--- config.mk ---
export PLATFORM = sky130hd
export DESIGN_NAME = inst_predecode
export DESIGN_NICKNAME = d
export VERILOG_FILES = /design/src/opf_pkg.sv /design/src/inst_predecode.sv
export SDC_FILE = /design/constraint.sdc
export NUM_CORES = 1
export LEC_CHECK = 0
export BUFFER_PORTS_ARGS = -buffer_cell sky130_fd_sc_hd__buf_2
export CORE_AREA = 2 2 39 41
export DETAILED_ROUTE_END_ITERATION = 10
export DIE_AREA = 0 0 41 43
export GPL_TIMING_DRIVEN = 0
export PLACE_DENSITY_LB_ADDON = 0.25
export SYNTH_ARGS = -nofsm -noshare
export SYNTH_HDL_FRONTEND = slang
export SYNTH_SLANG_ARGS = --single-unit
--- constraint.sdc ---
create_clock -name vclk -period 3.42
set_clock_uncertainty 0.2 [all_clocks]
set_input_delay 0.684 -clock vclk [all_inputs]
set_output_delay 0.684 -clock vclk [all_outputs]
set_load 0.05 [all_outputs]
--- src/opf_pkg.sv ---
// functional-unit ids, pre-decode vector layout and instruction-word union
`default_nettype none

package opf_pkg;

	localparam int fu_id_w = 3; // fu id width

	localparam logic [fu_id_w-1:0] fu_alu = 3'd0;
	localparam logic [fu_id_w-1:0] fu_csr = 3'd1;
	localparam logic [fu_id_w-1:0] fu_lsu = 3'd2;
	localparam logic [fu_id_w-1:0] fu_mul = 3'd3;
	localparam logic [fu_id_w-1:0] fu_div = 3'd4; // div and rem share the divider

	// bit positions in the pre-decode vector
	localparam int pdc_rem      = 0;
	localparam int pdc_div      = 1;
	localparam int pdc_mul      = 2;
	localparam int pdc_store    = 3;
	localparam int pdc_load     = 4;
	localparam int pdc_csr      = 5;
	localparam int pdc_jalr     = 6;
	localparam int pdc_jal      = 7;
	localparam int pdc_branch   = 8;
	localparam int pdc_illegal  = 9;
	localparam int pdc_rs1_vld  = 10;
	localparam int pdc_rs2_vld  = 11;
	localparam int pdc_rd_vld   = 12;
	localparam int pdc_csr_addr = 13; // 12-bit field
	localparam int pdc_w        = 25;

	typedef union packed {
		struct packed {
			logic [6:0] funct7;
			logic [4:0] rs2;
			logic [4:0] rs1;
			logic [2:0] funct3;
			logic [4:0] rd;
			logic [6:0] opcode;
		} r_fmt;
		struct packed {
			logic [11:0] imm12; // also the csr address
			logic [4:0]  rs1;
			logic [2:0]  funct3;
			logic [4:0]  rd;
			logic [6:0]  opcode;
		} i_fmt;
	} inst_word_u;

endpackage

`default_nettype wire

--- src/inst_predecode.sv ---
// combinational pre-decoder: class flags, register-valid flags, csr address
`timescale 1ns/1ps
`default_nettype none

module inst_predecode
	import opf_pkg::*;
(
	input  inst_word_u             inst_i,
	output logic [pdc_w-1:0]       pdc_o
);

	logic [6:0] opc;
	logic [2:0] f3;
	logic       m_ext; // funct7 of the M extension

	assign opc   = inst_i.r_fmt.opcode;
	assign f3    = inst_i.r_fmt.funct3;
	assign m_ext = (inst_i.r_fmt.funct7 == 7'b0000001);

	always_comb
	begin
		pdc_o = '0;
		pdc_o[pdc_csr_addr +: 12] = inst_i.i_fmt.imm12; // only meaningful for csr ops
		case (opc)
			7'b0110111, 7'b0010111: // lui, auipc
				pdc_o[pdc_rd_vld] = 1'b1;
			7'b1101111: // jal
			begin
				pdc_o[pdc_jal]    = 1'b1;
				pdc_o[pdc_rd_vld] = 1'b1;
			end
			7'b1100111: // jalr
			begin
				pdc_o[pdc_jalr]    = 1'b1;
				pdc_o[pdc_rs1_vld] = 1'b1;
				pdc_o[pdc_rd_vld]  = 1'b1;
			end
			7'b1100011: // conditional branch
			begin
				pdc_o[pdc_branch]  = 1'b1;
				pdc_o[pdc_rs1_vld] = 1'b1;
				pdc_o[pdc_rs2_vld] = 1'b1;
			end
			7'b0000011: // load
			begin
				pdc_o[pdc_load]    = 1'b1;
				pdc_o[pdc_rs1_vld] = 1'b1;
				pdc_o[pdc_rd_vld]  = 1'b1;
			end
			7'b0100011: // store, no rd
			begin
				pdc_o[pdc_store]   = 1'b1;
				pdc_o[pdc_rs1_vld] = 1'b1;
				pdc_o[pdc_rs2_vld] = 1'b1;
			end
			7'b0010011: // op-imm
			begin
				pdc_o[pdc_rs1_vld] = 1'b1;
				pdc_o[pdc_rd_vld]  = 1'b1;
			end
			7'b0110011: // op, incl. mul/div/rem
			begin
				pdc_o[pdc_rs1_vld] = 1'b1;
				pdc_o[pdc_rs2_vld] = 1'b1;
				pdc_o[pdc_rd_vld]  = 1'b1;
				pdc_o[pdc_mul]     = m_ext & ~f3[2];
				pdc_o[pdc_div]     = m_ext & f3[2] & ~f3[1];
				pdc_o[pdc_rem]     = m_ext & f3[2] & f3[1];
			end
			7'b0001111: ; // fence, no operands
			7'b1110011: // system, csr when funct3 nonzero
			begin
				pdc_o[pdc_csr]     = (f3 != 3'b000);
				pdc_o[pdc_rs1_vld] = (f3 != 3'b000) & ~f3[2]; // csrr*i uses uimm
				pdc_o[pdc_rd_vld]  = (f3 != 3'b000);
			end
			default:
				pdc_o[pdc_illegal] = 1'b1; // unknown opcode
		endcase
	end

endmodule

`default_nettype wire

==> impl_metrics.csv <==
group,metric,value,unit
timing,fmax,375.7,MHz
critical_path,cp.required,2.54,ns
timing,final.min_clock_period,2.662,ns
global_routing,grt_use_total,11.59,%
detailed_routing,routedLengthMet1,391,um
timing,slew_violations,0,
pwr,p_total,0.00008265,W
timing,period_share,77.83,%
detailed_routing,totalWireLength,990,um
timing,worstMarginPinSlew,0.3535,ns
critical_path,cpMostUsedCell,"buf_2",
detailed_routing,drt_iter0_markers,8,
layout,design.seq.count,0,
global_routing,grt_max_degree,11,
outcome,status,"complete, no violations",
pwr,cellLeakagePower,0.3321,nW
clocking,cts_resized,0,
synth,synth_common_cells,"buf_4 (13), nor2_1 (6), nor4_1 (5)",
detailed_routing,routedWlPerCell,8.919,um
layout,seq_area,0,um2
floorplan,coreArea,1384,um2
global_routing,grt_pass1_wl,1.566,mm
run,maxCapViolCount,0,
min_path,hp-start,"inst_i[21]",
place,portBuffers,40,
place,globalplace.congestion,0.6369,
timing,hold_violations,0,
timing,grt_setup_unrepaired,"false",
synth,synth_nets,87,
critical_path,arrival,1.78,ns
synth,yosys.cell_types.count,23,
place,dp_hpwl,885.9,um
pwr,combPwrFrac,100.0,%
critical_path,crit_type,"in -> out",
pwr,power.switching,0.00005419,W
detailed_routing,drt-vias-per-instance,4.640,
place,dpl_cell_area,569.3,um2
place,pre_cts_slack,0.7312,ns
layout,utilization,41.14,%
floorplan,die_area,1763,um2
timing,whs,1.470,ns
synth,yosysTopAreaCellShare,27.96,%
min_path,hp-class,"in -> out",
pwr,clockPowerShare,0,%
critical_path,max_stage_delay,0.31,ns
global_routing,grt_pass1_vias,415,
synth,synth.most_common_cell,"buf_4",
floorplan,num_rows,14,
floorplan,initial_core_util,25.23,%
critical_path,critPathSlowestCell,"buf_2",
synth,syn_area,349.1,um2
pwr,max-vdd-ir-drop,0.05564,mV
synth,yosys_warnings,0,
clocking,cts_setup_buffers,0,
detailed_routing,firstDrtPassIters,4,
critical_path,cp_max_fo,5,
critical_path,cp_cell_sequence,"buf_2 -> nand3b_4 -> nor2_4 -> nand2_2 -> nor4_1 -> buf_2",
layout,design_area,569.3,um2
layout,drive_above_1_share,61.05,%
layout,syn2layout_area_growth,63.08,%
layout,antenna_cells,0,
clocking,cts_hold_buffers,0,
pwr,swShare,65.57,%
global_routing,overflow,0,
timing,setup_ws,0.7583,ns
pwr,power_density,145.2,nW/um2
synth,syn_inst,55,
critical_path,critPathBufInv,2,
floorplan,die_h,43,um
critical_path,crit_family,"simple AND/OR/NAND/NOR gates",
synth,yosys.area.top_type,"buf_4",
layout,clkbuf_count,0,
pwr,p_seq_share,0,%
detailed_routing,vias,515,
detailed_routing,top_layer_used,"met3",
detailed_routing,drc,0,
critical_path,cp-start-kind,"primary input",
pwr,intPower,0.00002846,W
global_routing,antenna_found_initial,0,
critical_path,timing.critical_path.from,"inst_i[3]",
synth,yosys-top-cells-area,"buf_4 (28%), nor4_1 (9.0%), nor2_1 (6.5%), a21oi_1 (5.7%), nand3b_4 (5.7%)",
timing,setup_viol_count_final,0,
layout,nets,129,
detailed_routing,wl_met3,144,um
synth,synth.avg_cell_area,6.347,um2
critical_path,end_kind,"primary output",
synth,seq_area_frac_synth,0,%
timing,max_slew_margin,76.21,%
floorplan,top_level_ports,57,
floorplan,die_width,41,um
detailed_routing,postRouteAntennaNets,0,
detailed_routing,wl_met2,455,um
==> cells in the final DEF (no fill, tap or decap) <==
| cell | count |
|---|---|
| inv_1 | 4 |
| nand2_2 | 1 |
| nand2_1 | 3 |
| nor2_4 | 1 |
| o211ai_1 | 1 |
| nor4_1 | 5 |
| o21ba_2 | 1 |
| buf_4 | 13 |
| and4b_1 | 1 |
| nand3_1 | 2 |
| nand2b_1 | 1 |
| or3_1 | 1 |
| nor3_1 | 3 |
| nand4_1 | 1 |
| o32ai_1 | 1 |
| nand3b_1 | 1 |
| nor4b_1 | 1 |
| nor2_1 | 6 |
| nand3b_4 | 1 |
| and2_1 | 1 |
| a21oi_1 | 4 |
| nor2b_1 | 1 |
| buf_2 | 41 |
==> metal layers <==
layer	track usage [%]	up-vias
met1	16.14	220
li1	-	263
met4	0	0
met5	0	-
met3	0	0
met2	20.31	32
==> power by group through the flow <==
stage | Sequential [W] | Combinational (W) | Clock (W)
floorplan | 0 | 0.0000595 | 0
global placement | 0 | 0.0000825 | 0
detailed placement | 0 | 0.0000830 | 0
CTS | 0 | 0.0000832 | 0
global route | 0 | 0.0000887 | 0
finish | 0 | 0.0000826 | 0
==> logic make-up after synthesis <==
kind of cell	share of synthesized area, %
compound gates	13.26
buf+inv	33.69
simple gates	53.05
==> metrics by stage <==
step                instances  TNS [ns]
finish                    111         0
CTS                       111         0
global placement          111         0
floorplan                  55   -0.1708
detailed placement        111         0
global route              111         0
==> worst paths after layout <==
| kind | to | slack (ns) | cells after the start |
|---|---|---|---|
| max | pdc_o[0] | 0.76 | 6 |
| min | pdc_o[14] | 1.47 | 2 |
==> cell type report <==
class / count / area (um2)
repair buffers: 40 / 200.2
inverters: 4 / 15.01
plain buffers: 14 / 102.6
multi-input cells: 37 / 231.5
fillers: 155 / 814.5
well taps: 16 / 20.02
(Power assumes the default switching activity.)
