$ cat src/gpr_file.sv
// general register file: 31 x 32 bit, x0 hard zero, two read ports, one write port
`timescale 1ns/1ps
`default_nettype none

module gpr_file (
	input  logic        aclk,
	input  logic        aresetn,
	input  logic [4:0]  raddr0_i,
	input  logic [4:0]  raddr1_i,
	output logic [31:0] rdata0_o,
	output logic [31:0] rdata1_o,
	input  logic        we_i,
	input  logic [4:0]  waddr_i,
	input  logic [31:0] wdata_i
);

	logic [31:0] regs [1:31]; // x1..x31

	always_ff @(posedge aclk or negedge aresetn)
	begin
		if (!aresetn)
		begin
			for (int i = 1; i < 32; i++)
				regs[i] <= '0;
		end
		else if (we_i && waddr_i != 5'd0)
		begin
			regs[waddr_i] <= wdata_i; // retire writeback
		end
	end

	// combinational reads, x0 returns zero
	assign rdata0_o = (raddr0_i == 5'd0) ? 32'd0 : regs[raddr0_i];
	assign rdata1_o = (raddr1_i == 5'd0) ? 32'd0 : regs[raddr1_i];

	// the table never retires x0, since no writer to x0 is ever dispatched
	a_no_x0_write: assert property (
		@(posedge aclk) disable iff (!aresetn)
		we_i |-> (waddr_i != 5'd0)
	);

endmodule

`default_nettype wire

$ cat config.mk
export PLATFORM = sky130hd
export DESIGN_NAME = gpr_file
export DESIGN_NICKNAME = d
export VERILOG_FILES = /design/src/gpr_file.sv
export SDC_FILE = /design/constraint.sdc
export NUM_CORES = 2
export LEC_CHECK = 0
export BUFFER_PORTS_ARGS = -buffer_cell sky130_fd_sc_hd__clkbuf_2
export CORE_AREA = 10 10 268 373
export CTS_BUF_LIST = sky130_fd_sc_hd__clkbuf_4 sky130_fd_sc_hd__clkbuf_8
export CTS_CLUSTER_DIAMETER = 120
export DETAILED_ROUTE_END_ITERATION = 8
export DIE_AREA = 0 0 278 383
export PLACE_DENSITY = 0.77
export REMOVE_ABC_BUFFERS = 1
export SLEW_MARGIN = 20
export SYNTH_ARGS = -nofsm -noshare
export SYNTH_HDL_FRONTEND = slang
export SYNTH_SLANG_ARGS = --single-unit
$ cat constraint.sdc
create_clock -name aclk -period 1.7 [get_ports aclk]
set_clock_uncertainty 0.1 [all_clocks]
set_input_delay 0.17 -clock aclk [delete_from_list [all_inputs] [get_ports aclk]]
set_output_delay 0.17 -clock aclk [all_outputs]
set_load 0.02 [all_outputs]
==> tab_implementation.tex <==
\begin{tabular}{lr}
\hline
Metric & Value \\
\hline
\multicolumn{2}{l}{\textbf{Run status}} \\
\quad Run status & finished with violations \\
\quad Violated checks & negative setup slack \\
\multicolumn{2}{l}{\textbf{Synthesis}} \\
\quad Synthesized instance count & 3612 \\
\quad Multiplexer share of the synthesized area & 43.4\% \\
\quad Fraction of the yosys area taken by sequential cells & 46.4\% \\
\quad Post-synthesis cell type with the largest combined area & sky130\_fd\_sc\_hd\_\_dfrtp\_1 \\
\quad Post-synthesis cell type count & 46 \\
\quad Netlist Area Pre-Place & 53500 sq um \\
\quad Adder-Cell Fraction of Synth Area & 0\% \\
\quad Main flop type after synthesis & sky130\_fd\_sc\_hd\_\_dfrtp\_1 \\
\quad Seq cells post-synth & 992 \\
\quad Compound-gate portion of the synthesized area & 4.51\% \\
\quad Simple-gate share of the synthesized area & 2.05\% \\
\quad Area share of the largest cell type after synthesis & 46.4\% \\
\quad Xor and xnor area share after synthesis & 0\% \\
\quad EDFF count, synth & 0 \\
\quad Synthesis Warnings & 0 \\
\quad Largest family of logic cells by synthesized area & multiplexers \\
\quad Avg Inst Size Synth & 14.8 sq um \\
\quad Ys async rst share & 100\% \\
\quad Synth area leaders & sky130\_fd\_sc\_hd\_\_dfrtp\_1 (46\%), sky130\_fd\_sc\_hd\_\_mux2\_2 (22\%), sky130\_fd\_sc\_hd\_\_mux4\_2 (16\%), sky130\_fd\_sc\_hd\_\_mux2i\_1 (5.0\%), sky130\_fd\_sc\_hd\_\_buf\_2 (1.5\%) \\
\multicolumn{2}{l}{\textbf{Floorplanning}} \\
\quad Area enclosed by the die boundary & 106000 sq um \\
\quad Top-level I/O count & 114 \\
\quad Cell Rows & 133 \\
\quad Die height & 383 um \\
\quad Core footprint & 93200 sq um \\
\quad Die outline width & 278 um \\
\quad Starting density of the core & 57.4\% \\
\multicolumn{2}{l}{\textbf{Drt}} \\
\quad Per-cell via count in the routed design & 6.82 \\
\quad Drt wl/cell & 30.7 um \\
\quad DRC violation count after routing & 0 \\
\quad Initial DRT Pass Iterations & 5 \\
\quad Total vias in the final route & 38200 \\
\quad Final Routed Wirelength & 172000 um \\
\quad Number of routed nets with antenna violations & 0 \\
\quad First DRT Iteration DRCs & 3223 \\
\multicolumn{2}{l}{\textbf{STA}} \\
\quad Total count of max-transition violations in the final report & 0 \\
\quad Share of the clock period used by the worst path after layout & 174\% \\
\quad Final setup fails & 67 \\
\quad Transition at the pin with the smallest max-transition slack & 0.983 ns \\
\quad Final hold slack & 0.0443 ns \\
\quad Minimum period implied by the final worst setup slack & 2.96 ns \\
\quad Headroom to the max-slew limit & 34.2\% \\
\quad Setup repair after global routing missed its margin & yes \\
\quad Max Clk Rate & 338 MHz \\
\quad Number of endpoints with negative hold slack in the final report & 0 \\
\quad Least setup slack across all paths after layout & -1.26 ns \\
\multicolumn{2}{l}{\textbf{Power and ir drop}} \\
\quad Maximum resistive drop on vdd & 0.788 mV \\
\quad Standby leakage power & 29.8 nW \\
\quad Total power divided by cell area & 1090 nW/um\^{}2 \\
\quad Sum of internal, switching and leakage power & 72.2 mW \\
\multicolumn{2}{l}{\textbf{CTS}} \\
\quad Root Buffer & sky130\_fd\_sc\_hd\_\_clkbuf\_8 \\
\quad Clk slew on worst S/H paths & 0.07 ns \\
\quad H-tree Lvls & 4 \\
\quad Clock network latency to the later pin of the worst-skew pair & 0.86 ns \\
\quad Number of sinks on the clock net & 992 \\
\quad Clock tree buffer depth & 3 \\
\quad Clock buffer count from CTS & 153 \\
\quad CTS tree & done \\
\multicolumn{2}{l}{\textbf{Global routing}} \\
\quad Final global-route overflow total & 0 \\
\quad Vias in the first global route & 41000 \\
\quad Antenna violations before repair & 4 \\
\quad Maximum number of pins on one net before global-route repair & 88 \\
\quad First-pass GRT wire length & 257000 um \\
\quad Overall fraction of global-route tracks in use & 31.8\% \\
\multicolumn{2}{l}{\textbf{Place}} \\
\quad Pre-CTS setup slack & -0.726 ns \\
\quad Cell area reported after detailed placement & 61200 sq um \\
\quad Routability Congestion & 0.888 \\
\quad Count of input and output buffers & 113 \\
\quad Dpl hpwl & 114000 um \\
\multicolumn{2}{l}{\textbf{Hold path}} \\
\quad Class of the most critical hold timing path & input port to flip-flop \\
\multicolumn{2}{l}{\textbf{Finish}} \\
\quad Largest reg by FF count & regs \\
\quad Filler cell count in the final layout & 5975 \\
\quad Flip-flop count of the largest register, all copies and words added & 992 \\
\quad Cell area after layout & 66100 sq um \\
\quad Nets & 4320 \\
\quad Area taken by flip-flops and latches & 24800 sq um \\
\quad Most common library cell in the layout ignoring fill and taps & sky130\_fd\_sc\_hd\_\_mux2\_2 \\
\quad Leading cell types in the layout, fill and taps excluded & sky130\_fd\_sc\_hd\_\_mux2\_2 (1050), sky130\_fd\_sc\_hd\_\_dfrtp\_1 (992), sky130\_fd\_sc\_hd\_\_buf\_4 (581) \\
\quad Synthesis-to-finish area growth & 23.6\% \\
\quad Largest registers & regs x992 \\
\quad Area of the multi-input gates & 27400 sq um \\
\quad Share of layout cells above drive strength 1 & 61.2\% \\
\multicolumn{2}{l}{\textbf{Worst setup path}} \\
\quad Crit start category & flip-flop \\
\quad Critical Path RT & 1.43 ns \\
\quad Crit-path cells & mux4\_2 > mux2i\_1 > o22a\_1 > o211ai\_1 > buf\_4 \\
\quad Crit-path max FO & 2 \\
\quad Arrival time reported for the critical path endpoint & 2.69 ns \\
\quad Type of the worst setup path & flip-flop to primary output \\
\quad Slowest library cell on the worst path & sky130\_fd\_sc\_hd\_\_mux4\_2 \\
\quad Kind of end point of the critical path & primary output \\
\quad Stage delay of the slowest cell on the critical path & 0.49 ns \\
\multicolumn{2}{l}{\textbf{Run}} \\
\quad Max\_cap viols & 0 \\
\hline
\end{tabular}
-- repair_timing --
action                                  in CTS  in global routing
hold buffers                                41                  2
endpoints found under the hold margin     1984                  5
endpoints found under the setup margin      64                 83
buffers inserted                            25                 20
resized for setup                          136                109
pin swaps                                   34                 31
-- worst paths after layout --
path	from	to	slack, ns	cells past startpoint
worst max-delay path	regs[523]	rdata0_o[11]	-1.26	5
worst min-delay path	waddr_i[2]	regs[481]	0.04	6
worst max register to register	regs[291]	regs[291]	0.43	4
worst min register to register	regs[773]	regs[773]	0.41	1
max in group asynchronous	aresetn	regs[934]	0.37	6
min in group asynchronous	aresetn	regs[388]	0.38	4
-- power breakdown --
part,internal (mW),switching (mW),total [mW]
sequential,28.2,3.47,31.7
clock,11.8,9.79,21.6
combinational,11.5,7.41,18.9
total,51.6,20.7,72.2
-- synthesized netlist by cell type (14+ instances only) --
cell / count
sky130_fd_sc_hd__clkbuf_1: 161
sky130_fd_sc_hd__nor3_1: 32
sky130_fd_sc_hd__o22ai_1: 18
sky130_fd_sc_hd__buf_2: 162
sky130_fd_sc_hd__nor2_1: 33
sky130_fd_sc_hd__a221oi_1: 43
sky130_fd_sc_hd__buf_1: 16
sky130_fd_sc_hd__nand3_1: 16
sky130_fd_sc_hd__mux4_2: 377
sky130_fd_sc_hd__mux2i_1: 267
sky130_fd_sc_hd__nand2_1: 21
sky130_fd_sc_hd__nor2b_1: 44
sky130_fd_sc_hd__buf_4: 38
sky130_fd_sc_hd__o22a_1: 16
sky130_fd_sc_hd__a221o_1: 17
sky130_fd_sc_hd__mux2_2: 1050
sky130_fd_sc_hd__mux2_1: 19
sky130_fd_sc_hd__buf_6: 14
sky130_fd_sc_hd__and3_1: 29
sky130_fd_sc_hd__a22oi_1: 102
sky130_fd_sc_hd__dfrtp_1: 992
sky130_fd_sc_hd__o31a_1: 28
sky130_fd_sc_hd__o211ai_1: 32
-- layout make-up --
class | instances | area share (%)
Sequential cell | 992 | 37.5
Antenna cell | 2 | 0.00757
Inverter | 9 | 0.0511
Tap cell | 1215 | 2.30
Timing Repair Buffer | 895 | 13.6
Multi-Input combinational cell | 2219 | 41.5
Clock buffer | 229 | 4.45
Clock inverter | 37 | 0.513
-- cells by family after synthesis --
kind of cell	Yosys count
simple gates	203
mux	1713
flops	992
compound gates	303
buf+inv	401
-- critical path, delay by kind of cell (launching register included) --
kind            cells  cell delay, ns
flops               1            0.39
buf+inv             1            0.28
compound gates      2            0.46
mux                 2            0.69
-- per-layer routing --
layer | GRT usage (%) | part of all wire [%] | vias up
li1 | - | - | 15400
met1 | 38.2 | 36 | 20100
met2 | 51.1 | 48 | 2037
met3 | 8.49 | 9.0 | 654
met4 | 19.2 | 6.5 | 4
met5 | 0 | 0.013 | -
-- stage by stage --
step / TNS [ns] / util [%] / instances
6_report: -65.02 / 71.0 / 5598
5_1_grt: -69.96 / 71.0 / 5598
4_1_cts: -69.37 / 70.5 / 5576
3_5_place_dp: -125.79 / 65.6 / 5248
3_3_place_gp: -110.69 / 65.6 / 5248
2_1_floorplan: -470.88 / - / 3220
Power figures use the tool's default switching activity.
