File: src/opf_pkg.sv
// functional-unit ids, pre-decode vector layout and instruction-word union
`default_nettype none

package opf_pkg;

	localparam int fu_id_w = 3; // fu id width

	localparam logic [fu_id_w-1:0] fu_alu = 3'd0;
	localparam logic [fu_id_w-1:0] fu_csr = 3'd1;
	localparam logic [fu_id_w-1:0] fu_lsu = 3'd2;
	localparam logic [fu_id_w-1:0] fu_mul = 3'd3;
	localparam logic [fu_id_w-1:0] fu_div = 3'd4; // div and rem share the divider

	// bit positions in the pre-decode vector
	localparam int pdc_rem      = 0;
	localparam int pdc_div      = 1;
	localparam int pdc_mul      = 2;
	localparam int pdc_store    = 3;
	localparam int pdc_load     = 4;
	localparam int pdc_csr      = 5;
	localparam int pdc_jalr     = 6;
	localparam int pdc_jal      = 7;
	localparam int pdc_branch   = 8;
	localparam int pdc_illegal  = 9;
	localparam int pdc_rs1_vld  = 10;
	localparam int pdc_rs2_vld  = 11;
	localparam int pdc_rd_vld   = 12;
	localparam int pdc_csr_addr = 13; // 12-bit field
	localparam int pdc_w        = 25;

	typedef union packed {
		struct packed {
			logic [6:0] funct7;
			logic [4:0] rs2;
			logic [4:0] rs1;
			logic [2:0] funct3;
			logic [4:0] rd;
			logic [6:0] opcode;
		} r_fmt;
		struct packed {
			logic [11:0] imm12; // also the csr address
			logic [4:0]  rs1;
			logic [2:0]  funct3;
			logic [4:0]  rd;
			logic [6:0]  opcode;
		} i_fmt;
	} inst_word_u;

endpackage

`default_nettype wire

File: src/regs_rd.sv
// register-read stage with operand prefetch, bypass match, stage raw check and fu steering
`timescale 1ns/1ps
`default_nettype none

module regs_rd
	import opf_pkg::*;
#(
	parameter int TID_WIDTH = 8,
	parameter int LSN_FU_N  = 5
)(
	input  logic                          aclk,
	input  logic                          aresetn,
	input  logic                          flush_i,
	input  logic [31:0]                   s_pc_i,
	input  inst_word_u                    s_inst_i,
	input  logic [pdc_w-1:0]              s_pdc_i,
	input  logic [TID_WIDTH-1:0]          s_tid_i,
	input  logic                          s_valid_i,
	output logic                          s_ready_o,
	input  logic                          op1_from_reg_i,
	input  logic                          op1_from_rob_i,
	input  logic                          op1_from_byp_i,
	input  logic [fu_id_w-1:0]            op1_fuid_i,
	input  logic [TID_WIDTH-1:0]          op1_tid_i,
	input  logic [31:0]                   op1_saved_i,
	input  logic                          op2_from_reg_i,
	input  logic                          op2_from_rob_i,
	input  logic                          op2_from_byp_i,
	input  logic [fu_id_w-1:0]            op2_fuid_i,
	input  logic [TID_WIDTH-1:0]          op2_tid_i,
	input  logic [31:0]                   op2_saved_i,
	output logic [4:0]                    rs1_id_o,
	output logic [4:0]                    rs2_id_o,
	input  logic [31:0]                   gpr_rdata0_i,
	input  logic [31:0]                   gpr_rdata1_i,
	input  logic [LSN_FU_N-1:0]           fu_res_vld_i,
	input  logic [LSN_FU_N*TID_WIDTH-1:0] fu_res_tid_i,
	input  logic [LSN_FU_N*32-1:0]        fu_res_data_i,
	output logic [31:0]                   m_pc_o,
	output inst_word_u                    m_inst_o,
	output logic [pdc_w-1:0]              m_pdc_o,
	output logic [TID_WIDTH-1:0]          m_tid_o,
	output logic [fu_id_w-1:0]            m_fuid_o,
	output logic [4:0]                    m_rd_o,
	output logic                          m_op1_rdy_o,
	output logic                          m_op2_rdy_o,
	output logic [31:0]                   m_op1_o,
	output logic [31:0]                   m_op2_o,
	output logic [fu_id_w-1:0]            m_op1_fuid_o,
	output logic [fu_id_w-1:0]            m_op2_fuid_o,
	output logic [TID_WIDTH-1:0]          m_op1_tid_o,
	output logic [TID_WIDTH-1:0]          m_op2_tid_o,
	output logic                          m_valid_o,
	input  logic                          m_ready_i
);

	logic [TID_WIDTH-1:0] lane_tid  [LSN_FU_N];
	logic [31:0]          lane_data [LSN_FU_N];
	logic                 accept; // input transfer
	logic                 op1_raw, op2_raw; // hit on rd of the stage
	logic                 op1_rdy, op2_rdy;
	logic [31:0]          op1_val, op2_val;
	logic [fu_id_w-1:0]   fuid_nxt;

	for (genvar g = 0; g < LSN_FU_N; g++)
	begin : g_lane
		assign lane_tid[g]  = fu_res_tid_i[g*TID_WIDTH +: TID_WIDTH];
		assign lane_data[g] = fu_res_data_i[g*32 +: 32];
	end

	assign rs1_id_o = s_inst_i.r_fmt.rs1; // to gpr and table
	assign rs2_id_o = s_inst_i.r_fmt.rs2;

	assign s_ready_o = ~flush_i & (~m_valid_o | m_ready_i);
	assign accept    = s_valid_i & s_ready_o;

	// RAW on the instruction still sitting in the stage
	assign op1_raw = m_valid_o && (m_rd_o != 5'd0) && (rs1_id_o == m_rd_o);
	assign op2_raw = m_valid_o && (m_rd_o != 5'd0) && (rs2_id_o == m_rd_o);

	// masked-or of the three sources
	assign op1_val = ({32{op1_from_reg_i}} & gpr_rdata0_i) |
		({32{op1_from_rob_i}} & op1_saved_i) |
		({32{op1_from_byp_i}} & lane_data[op1_fuid_i]);
	assign op2_val = ({32{op2_from_reg_i}} & gpr_rdata1_i) |
		({32{op2_from_rob_i}} & op2_saved_i) |
		({32{op2_from_byp_i}} & lane_data[op2_fuid_i]);

	assign op1_rdy = ~op1_raw & (op1_from_reg_i | op1_from_rob_i |
		(op1_from_byp_i & fu_res_vld_i[op1_fuid_i] & (lane_tid[op1_fuid_i] == op1_tid_i)));
	assign op2_rdy = ~op2_raw & (op2_from_reg_i | op2_from_rob_i |
		(op2_from_byp_i & fu_res_vld_i[op2_fuid_i] & (lane_tid[op2_fuid_i] == op2_tid_i)));

	// illegal goes to the alu for the trap path
	always_comb
	begin
		if (s_pdc_i[pdc_illegal])
			fuid_nxt = fu_alu;
		else if (s_pdc_i[pdc_csr])
			fuid_nxt = fu_csr;
		else if (s_pdc_i[pdc_load] | s_pdc_i[pdc_store])
			fuid_nxt = fu_lsu;
		else if (s_pdc_i[pdc_mul])
			fuid_nxt = fu_mul;
		else if (s_pdc_i[pdc_div] | s_pdc_i[pdc_rem])
			fuid_nxt = fu_div;
		else
			fuid_nxt = fu_alu;
	end

	always_ff @(posedge aclk or negedge aresetn)
	begin
		if (!aresetn)
			m_valid_o <= 1'b0;
		else if (flush_i)
			m_valid_o <= 1'b0; // empty the stage
		else if (~m_valid_o | m_ready_i)
			m_valid_o <= s_valid_i;
	end

	// stage payload loaded on accept
	always_ff @(posedge aclk)
	begin
		if (accept)
		begin
			m_pc_o       <= s_pc_i;
			m_inst_o     <= s_inst_i;
			m_pdc_o      <= s_pdc_i;
			m_tid_o      <= s_tid_i;
			m_fuid_o     <= fuid_nxt;
			m_rd_o       <= (s_pdc_i[pdc_store] | s_pdc_i[pdc_branch]) ?
				5'd0 : s_inst_i.r_fmt.rd; // no register written
			m_op1_rdy_o  <= op1_rdy;
			m_op2_rdy_o  <= op2_rdy;
			m_op1_o      <= op1_val;
			m_op2_o      <= op2_val;
			m_op1_fuid_o <= op1_raw ? m_fuid_o : op1_fuid_i;
			m_op2_fuid_o <= op2_raw ? m_fuid_o : op2_fuid_i;
			m_op1_tid_o  <= op1_raw ? m_tid_o : op1_tid_i;
			m_op2_tid_o  <= op2_raw ? m_tid_o : op2_tid_i;
		end
	end

	// table reports one source per operand
	a_one_src: assert property (
		@(posedge aclk) disable iff (!aresetn)
		s_valid_i |-> ($onehot0({op1_from_reg_i, op1_from_rob_i, op1_from_byp_i}) &&
			$onehot0({op2_from_reg_i, op2_from_rob_i, op2_from_byp_i}))
	);

endmodule

`default_nettype wire

File: config.mk
export PLATFORM = sky130hd
export DESIGN_NAME = regs_rd
export DESIGN_NICKNAME = d
export VERILOG_FILES = /design/src/opf_pkg.sv /design/src/regs_rd.sv
export SDC_FILE = /design/constraint.sdc
export NUM_CORES = 1
export LEC_CHECK = 0
export ABC_AREA = 1
export BUFFER_PORTS_ARGS = -buffer_cell sky130_fd_sc_hd__buf_2
export CAP_MARGIN = 20
export CORE_AREA = 2 2 260 262
export CTS_BUF_LIST = sky130_fd_sc_hd__clkbuf_2 sky130_fd_sc_hd__clkbuf_4 sky130_fd_sc_hd__clkbuf_8
export CTS_CLUSTER_DIAMETER = 200
export DETAILED_ROUTE_END_ITERATION = 8
export DIE_AREA = 0 0 262 264
export GPL_TIMING_DRIVEN = 0
export PLACE_DENSITY = 0.48
export RECOVER_POWER = 25
export SYNTH_ARGS = -nofsm -noshare
export SYNTH_HDL_FRONTEND = slang
export SYNTH_SLANG_ARGS = --single-unit
File: constraint.sdc
create_clock -name aclk -period 26.9 [get_ports aclk]
set_clock_uncertainty 0.2 [all_clocks]
set_input_delay 5.38 -clock aclk [delete_from_list [all_inputs] [get_ports aclk]]
set_output_delay 5.38 -clock aclk [all_outputs]
set_load 0.005 [all_outputs]
==> results by group <==
Run status
  • Status: finished, final reports clean

GRT
  • GRT overflow: 0
  • GR Util All Layers: 19.49%
  • First-pass GRT wire length: 94.72 mm
  • Largest net degree at the start of global routing: 23
  • Initial antenna violation count: 18
  • Vias in the first global route: ~13k

STA
  • Slew Limit Headroom: 19.24%
  • RSZ-0062 raised after global routing: false
  • Tightest Pin Transition: between 1000 and 1500 ps
  • Fin. Hold Viols: 0
  • Setup violators final: 0
  • TNS Setup: 0 ps
  • Max Slew Vio Count: 0
  • FMAX: between 80 and 90 MHz
  • Worst hold slack: ~450 ps
  • Fin crit period: 11420 ps
  • Tcrit/Tclk final: approximately 42%

Clock tree
  • Post-CTS setup buffers: 0
  • # hold bufs at CTS: 0
  • Clk buf depth: 2
  • Clock root buffer: clkbuf_8
  • Sink Count: just under 200
  • H-tree Lvls: 4
  • CTS resizes: 0
  • Clock Latency Late Sink: between 500 and 600 ps
  • Cts bufs inserted: 17
  • Clock slew at reported path FFs: around 140 ps
  • CTS tree: done

Synthesis
  • Number of synthesized flops with an enable pin: approximately 190
  • Synthesized flop and latch total: 194
  • Top cells by area, synth: edfxtp_1, nand2_1, o21ai_0
  • Synth Flop Type: edfxtp_1
  • Syn_nets: between 1.5k and 2k
  • Async SR Flop Fraction: less than 1%
  • Synth Instances: about 1.3k
  • Post-synthesis sequential area ratio: between 50% and 60%
  • Top cells by count, synth: nand2_1, edfxtp_1, o21ai_0
  • Synthesized area: around 11000 µm²
  • Synth warnings: 0
  • Top cell type's share of synthesized area: a little over half
  • Most numerous cell in the Yosys netlist: nand2_1
  • Yosys top cell by area: edfxtp_1
  • Syn_area_per_cell: ~8.6 µm²
  • Synth cell types: 32

Placed design
  • RePlAce Congestion: between 0.8 and 0.9
  • PortBufs: 660
  • HPWL after detailed placement: 58.64 mm

Critical path
  • Max stage delay cell, worst path: clkbuf_1
  • R2r startpoint: m_valid_o$_DFFE_PN0P_
  • CP arrival: around 6000 ps
  • Crit end category: output pin
  • Crit start category: input port
  • Worst-path fanout max: 3
  • Worst R2R Setup Slack: 23180 ps
  • Crit-path leading delay family: buffers and inverters
  • Worst EP required: about 21000 ps
  • Crit-path max cell delay: about 200 ps
  • Reg2reg end: m_pc_o[28]$_DFFE_PP_
  • Reg2Reg Depth: 9
  • CP bufs+invs: 3
  • Crit Path Class: input port to output pin
  • Cell Chain, Critical Path: clkbuf_1 > buf_4 > buf_2

Detailed routing
  • Via count: 12.95k
  • DR DRC count: 0
  • Detailed Route Iter0 Violations: approximately 1.1k
  • Via-to-Cell Ratio: around 4.5
  • DR pass1 iterations: 5
  • DR WL/cell: 24.32 µm
  • Routed wire length: 70.05 mm
  • Antenna Nets Post-Route: 0

Cells and area
  • Share of layout cells above drive strength 1: between 30% and 40%
  • Nets: 2452
  • Layout area overhead: 45.49%
  • Footprint of the multi-input gates: about 4400 µm²
  • # fillers: approximately 7.4k
  • Storage element area: 5821 µm²

Floorplanning
  • I/O pin cnt: roughly 670
  • Core area: 66560 µm²
  • Die area: between 60000 and 70000 µm²
  • Core Rows: 95
  • Starting Density: between 10% and 20%
  • Die Y: roughly 260 µm
  • DIE WIDTH: 262 µm

Worst hold path
  • HP Class: flop to flop
  • Hold Crit Endpoint: m_op2_fuid_o[1]$_DFFE_PP_
  • Hold Crit Depth: 2
  • HP Start: m_fuid_o[1]$_SDFFCE_PP0P_

Pwr
  • Leak: about 7.2 nW
  • IR Drop Worst-Case VDD: 0.02964 mV
  • PwrDens: between 40 and 50 nW/µm²

Job
  • Max Cap Violations: 0
-- layout make-up --
type                    count  area share [%]
plain buffers             105           3.369
clock inverters            15           1.363
flip-flops and latches    194           36.03
inverters                  81           1.882
diodes                      5         0.07745
multi-input cells         910           27.42
repair buffers            680           21.65
well taps                 873           6.761
clock buffers              17           1.448
-- how the worst max path moves through the flow --
stage | start | endpoint | slack, ps | cells past startpoint
2_1_floorplan | flush_i | m_fuid_o[0]$_SDFFCE_PP0P_ | 7060 | 1
3_3_place_gp | m_ready_i | m_op2_o[18]$_DFFE_PP_ | 180 | 5
3_5_place_dp | m_ready_i | s_ready_o | 15510 | 6
4_1_cts | m_ready_i | s_ready_o | 15510 | 6
5_1_grt | s_inst_i[24] | rs2_id_o[4] | 15460 | 3
6_report | s_inst_i[24] | rs2_id_o[4] | 15480 | 3
-- kinds of logic (layout without fill, tap and decap cells) --
logic type	after synthesis	after routing	share of synthesized area, %
and+or+nand+nor	503	503	18.46
AOI/OAI and AO/OA	397	397	20.65
DFF	194	194	52.42
buffers and inverters	186	898	7.685
xor gates and xnor gates	10	10	0.7887
other	0	5	0
-- power breakdown --
part	switching [mW]	internal [mW]	total, mW	leakage, nW
clock	0.145	0.0830	0.228	0.224
combinational	0.107	0.0661	0.173	5.19
sequential	0.00423	0.350	0.354	1.81
total	0.256	0.499	0.755	7.22
-- stage by stage --
stage	setup WS, ps	instances	utilization (%)	power [mW]	instance area, µm²
4_1_cts	15510	2875	24.34	0.7684	16200
3_5_place_dp	15510	2843	23.66	0.5347	15750
2_1_floorplan	7063	1290	-	0.4369	11100
6_report	15480	2880	24.27	0.7547	16160
5_1_grt	15460	2877	24.26	0.7900	16150
3_3_place_gp	176.0	2823	23.29	0.5389	15500
-- worst reg2reg max path, cell delays in order, from the launching register on --
cell and delay, ps:
dfrtp_1 450, nand2_1 110, inv_1 50, nor3_1 910, clkbuf_1 620, buf_6 270
buf_4 230, buf_6 200, buf_6 200, buf_6 190
-- cells in the final DEF (no fill, tap or decap), types with 3 or more instances in the layout --
| master | instances |
|---|---|
| a21oi_1 | 69 |
| a22o_1 | 32 |
| a22oi_1 | 32 |
| buf_2 | 670 |
| buf_4 | 17 |
| buf_6 | 21 |
| clkbuf_1 | 73 |
| clkbuf_8 | 17 |
| clkinv_8 | 5 |
| diode_2 | 5 |
| edfxtp_1 | 193 |
| inv_1 | 77 |
| inv_12 | 3 |
| inv_2 | 4 |
| inv_8 | 3 |
| nand2_1 | 305 |
| nand3_1 | 88 |
| nand3b_1 | 3 |
| nor2_1 | 94 |
| nor3_1 | 6 |
| o211ai_1 | 35 |
| o21ai_0 | 189 |
| o21ai_1 | 37 |
| xnor2_1 | 4 |
| xor2_1 | 6 |
-- registers in the layout (all words and copies together), names as in the netlist --
register      count
m_inst_o         32
m_op1_o          32
m_op2_o          32
m_pc_o           32
m_pdc_o          25
m_op1_tid_o       8
m_op2_tid_o       8
m_tid_o           8
m_rd_o            5
m_fuid_o          3
m_op1_fuid_o      3
m_op2_fuid_o      3
m_op1_rdy_o       1
m_op2_rdy_o       1
m_valid_o         1
-- routing by layer --
metal	vias to the layer above	wire, µm	GRT usage, %
met5	-	170	0
met4	26	1168	4.840
met3	92	5182	4.337
met2	607	33390	32.57
met1	6317	30140	25.30
li1	5911	-	-
(Power assumes the default switching activity.)
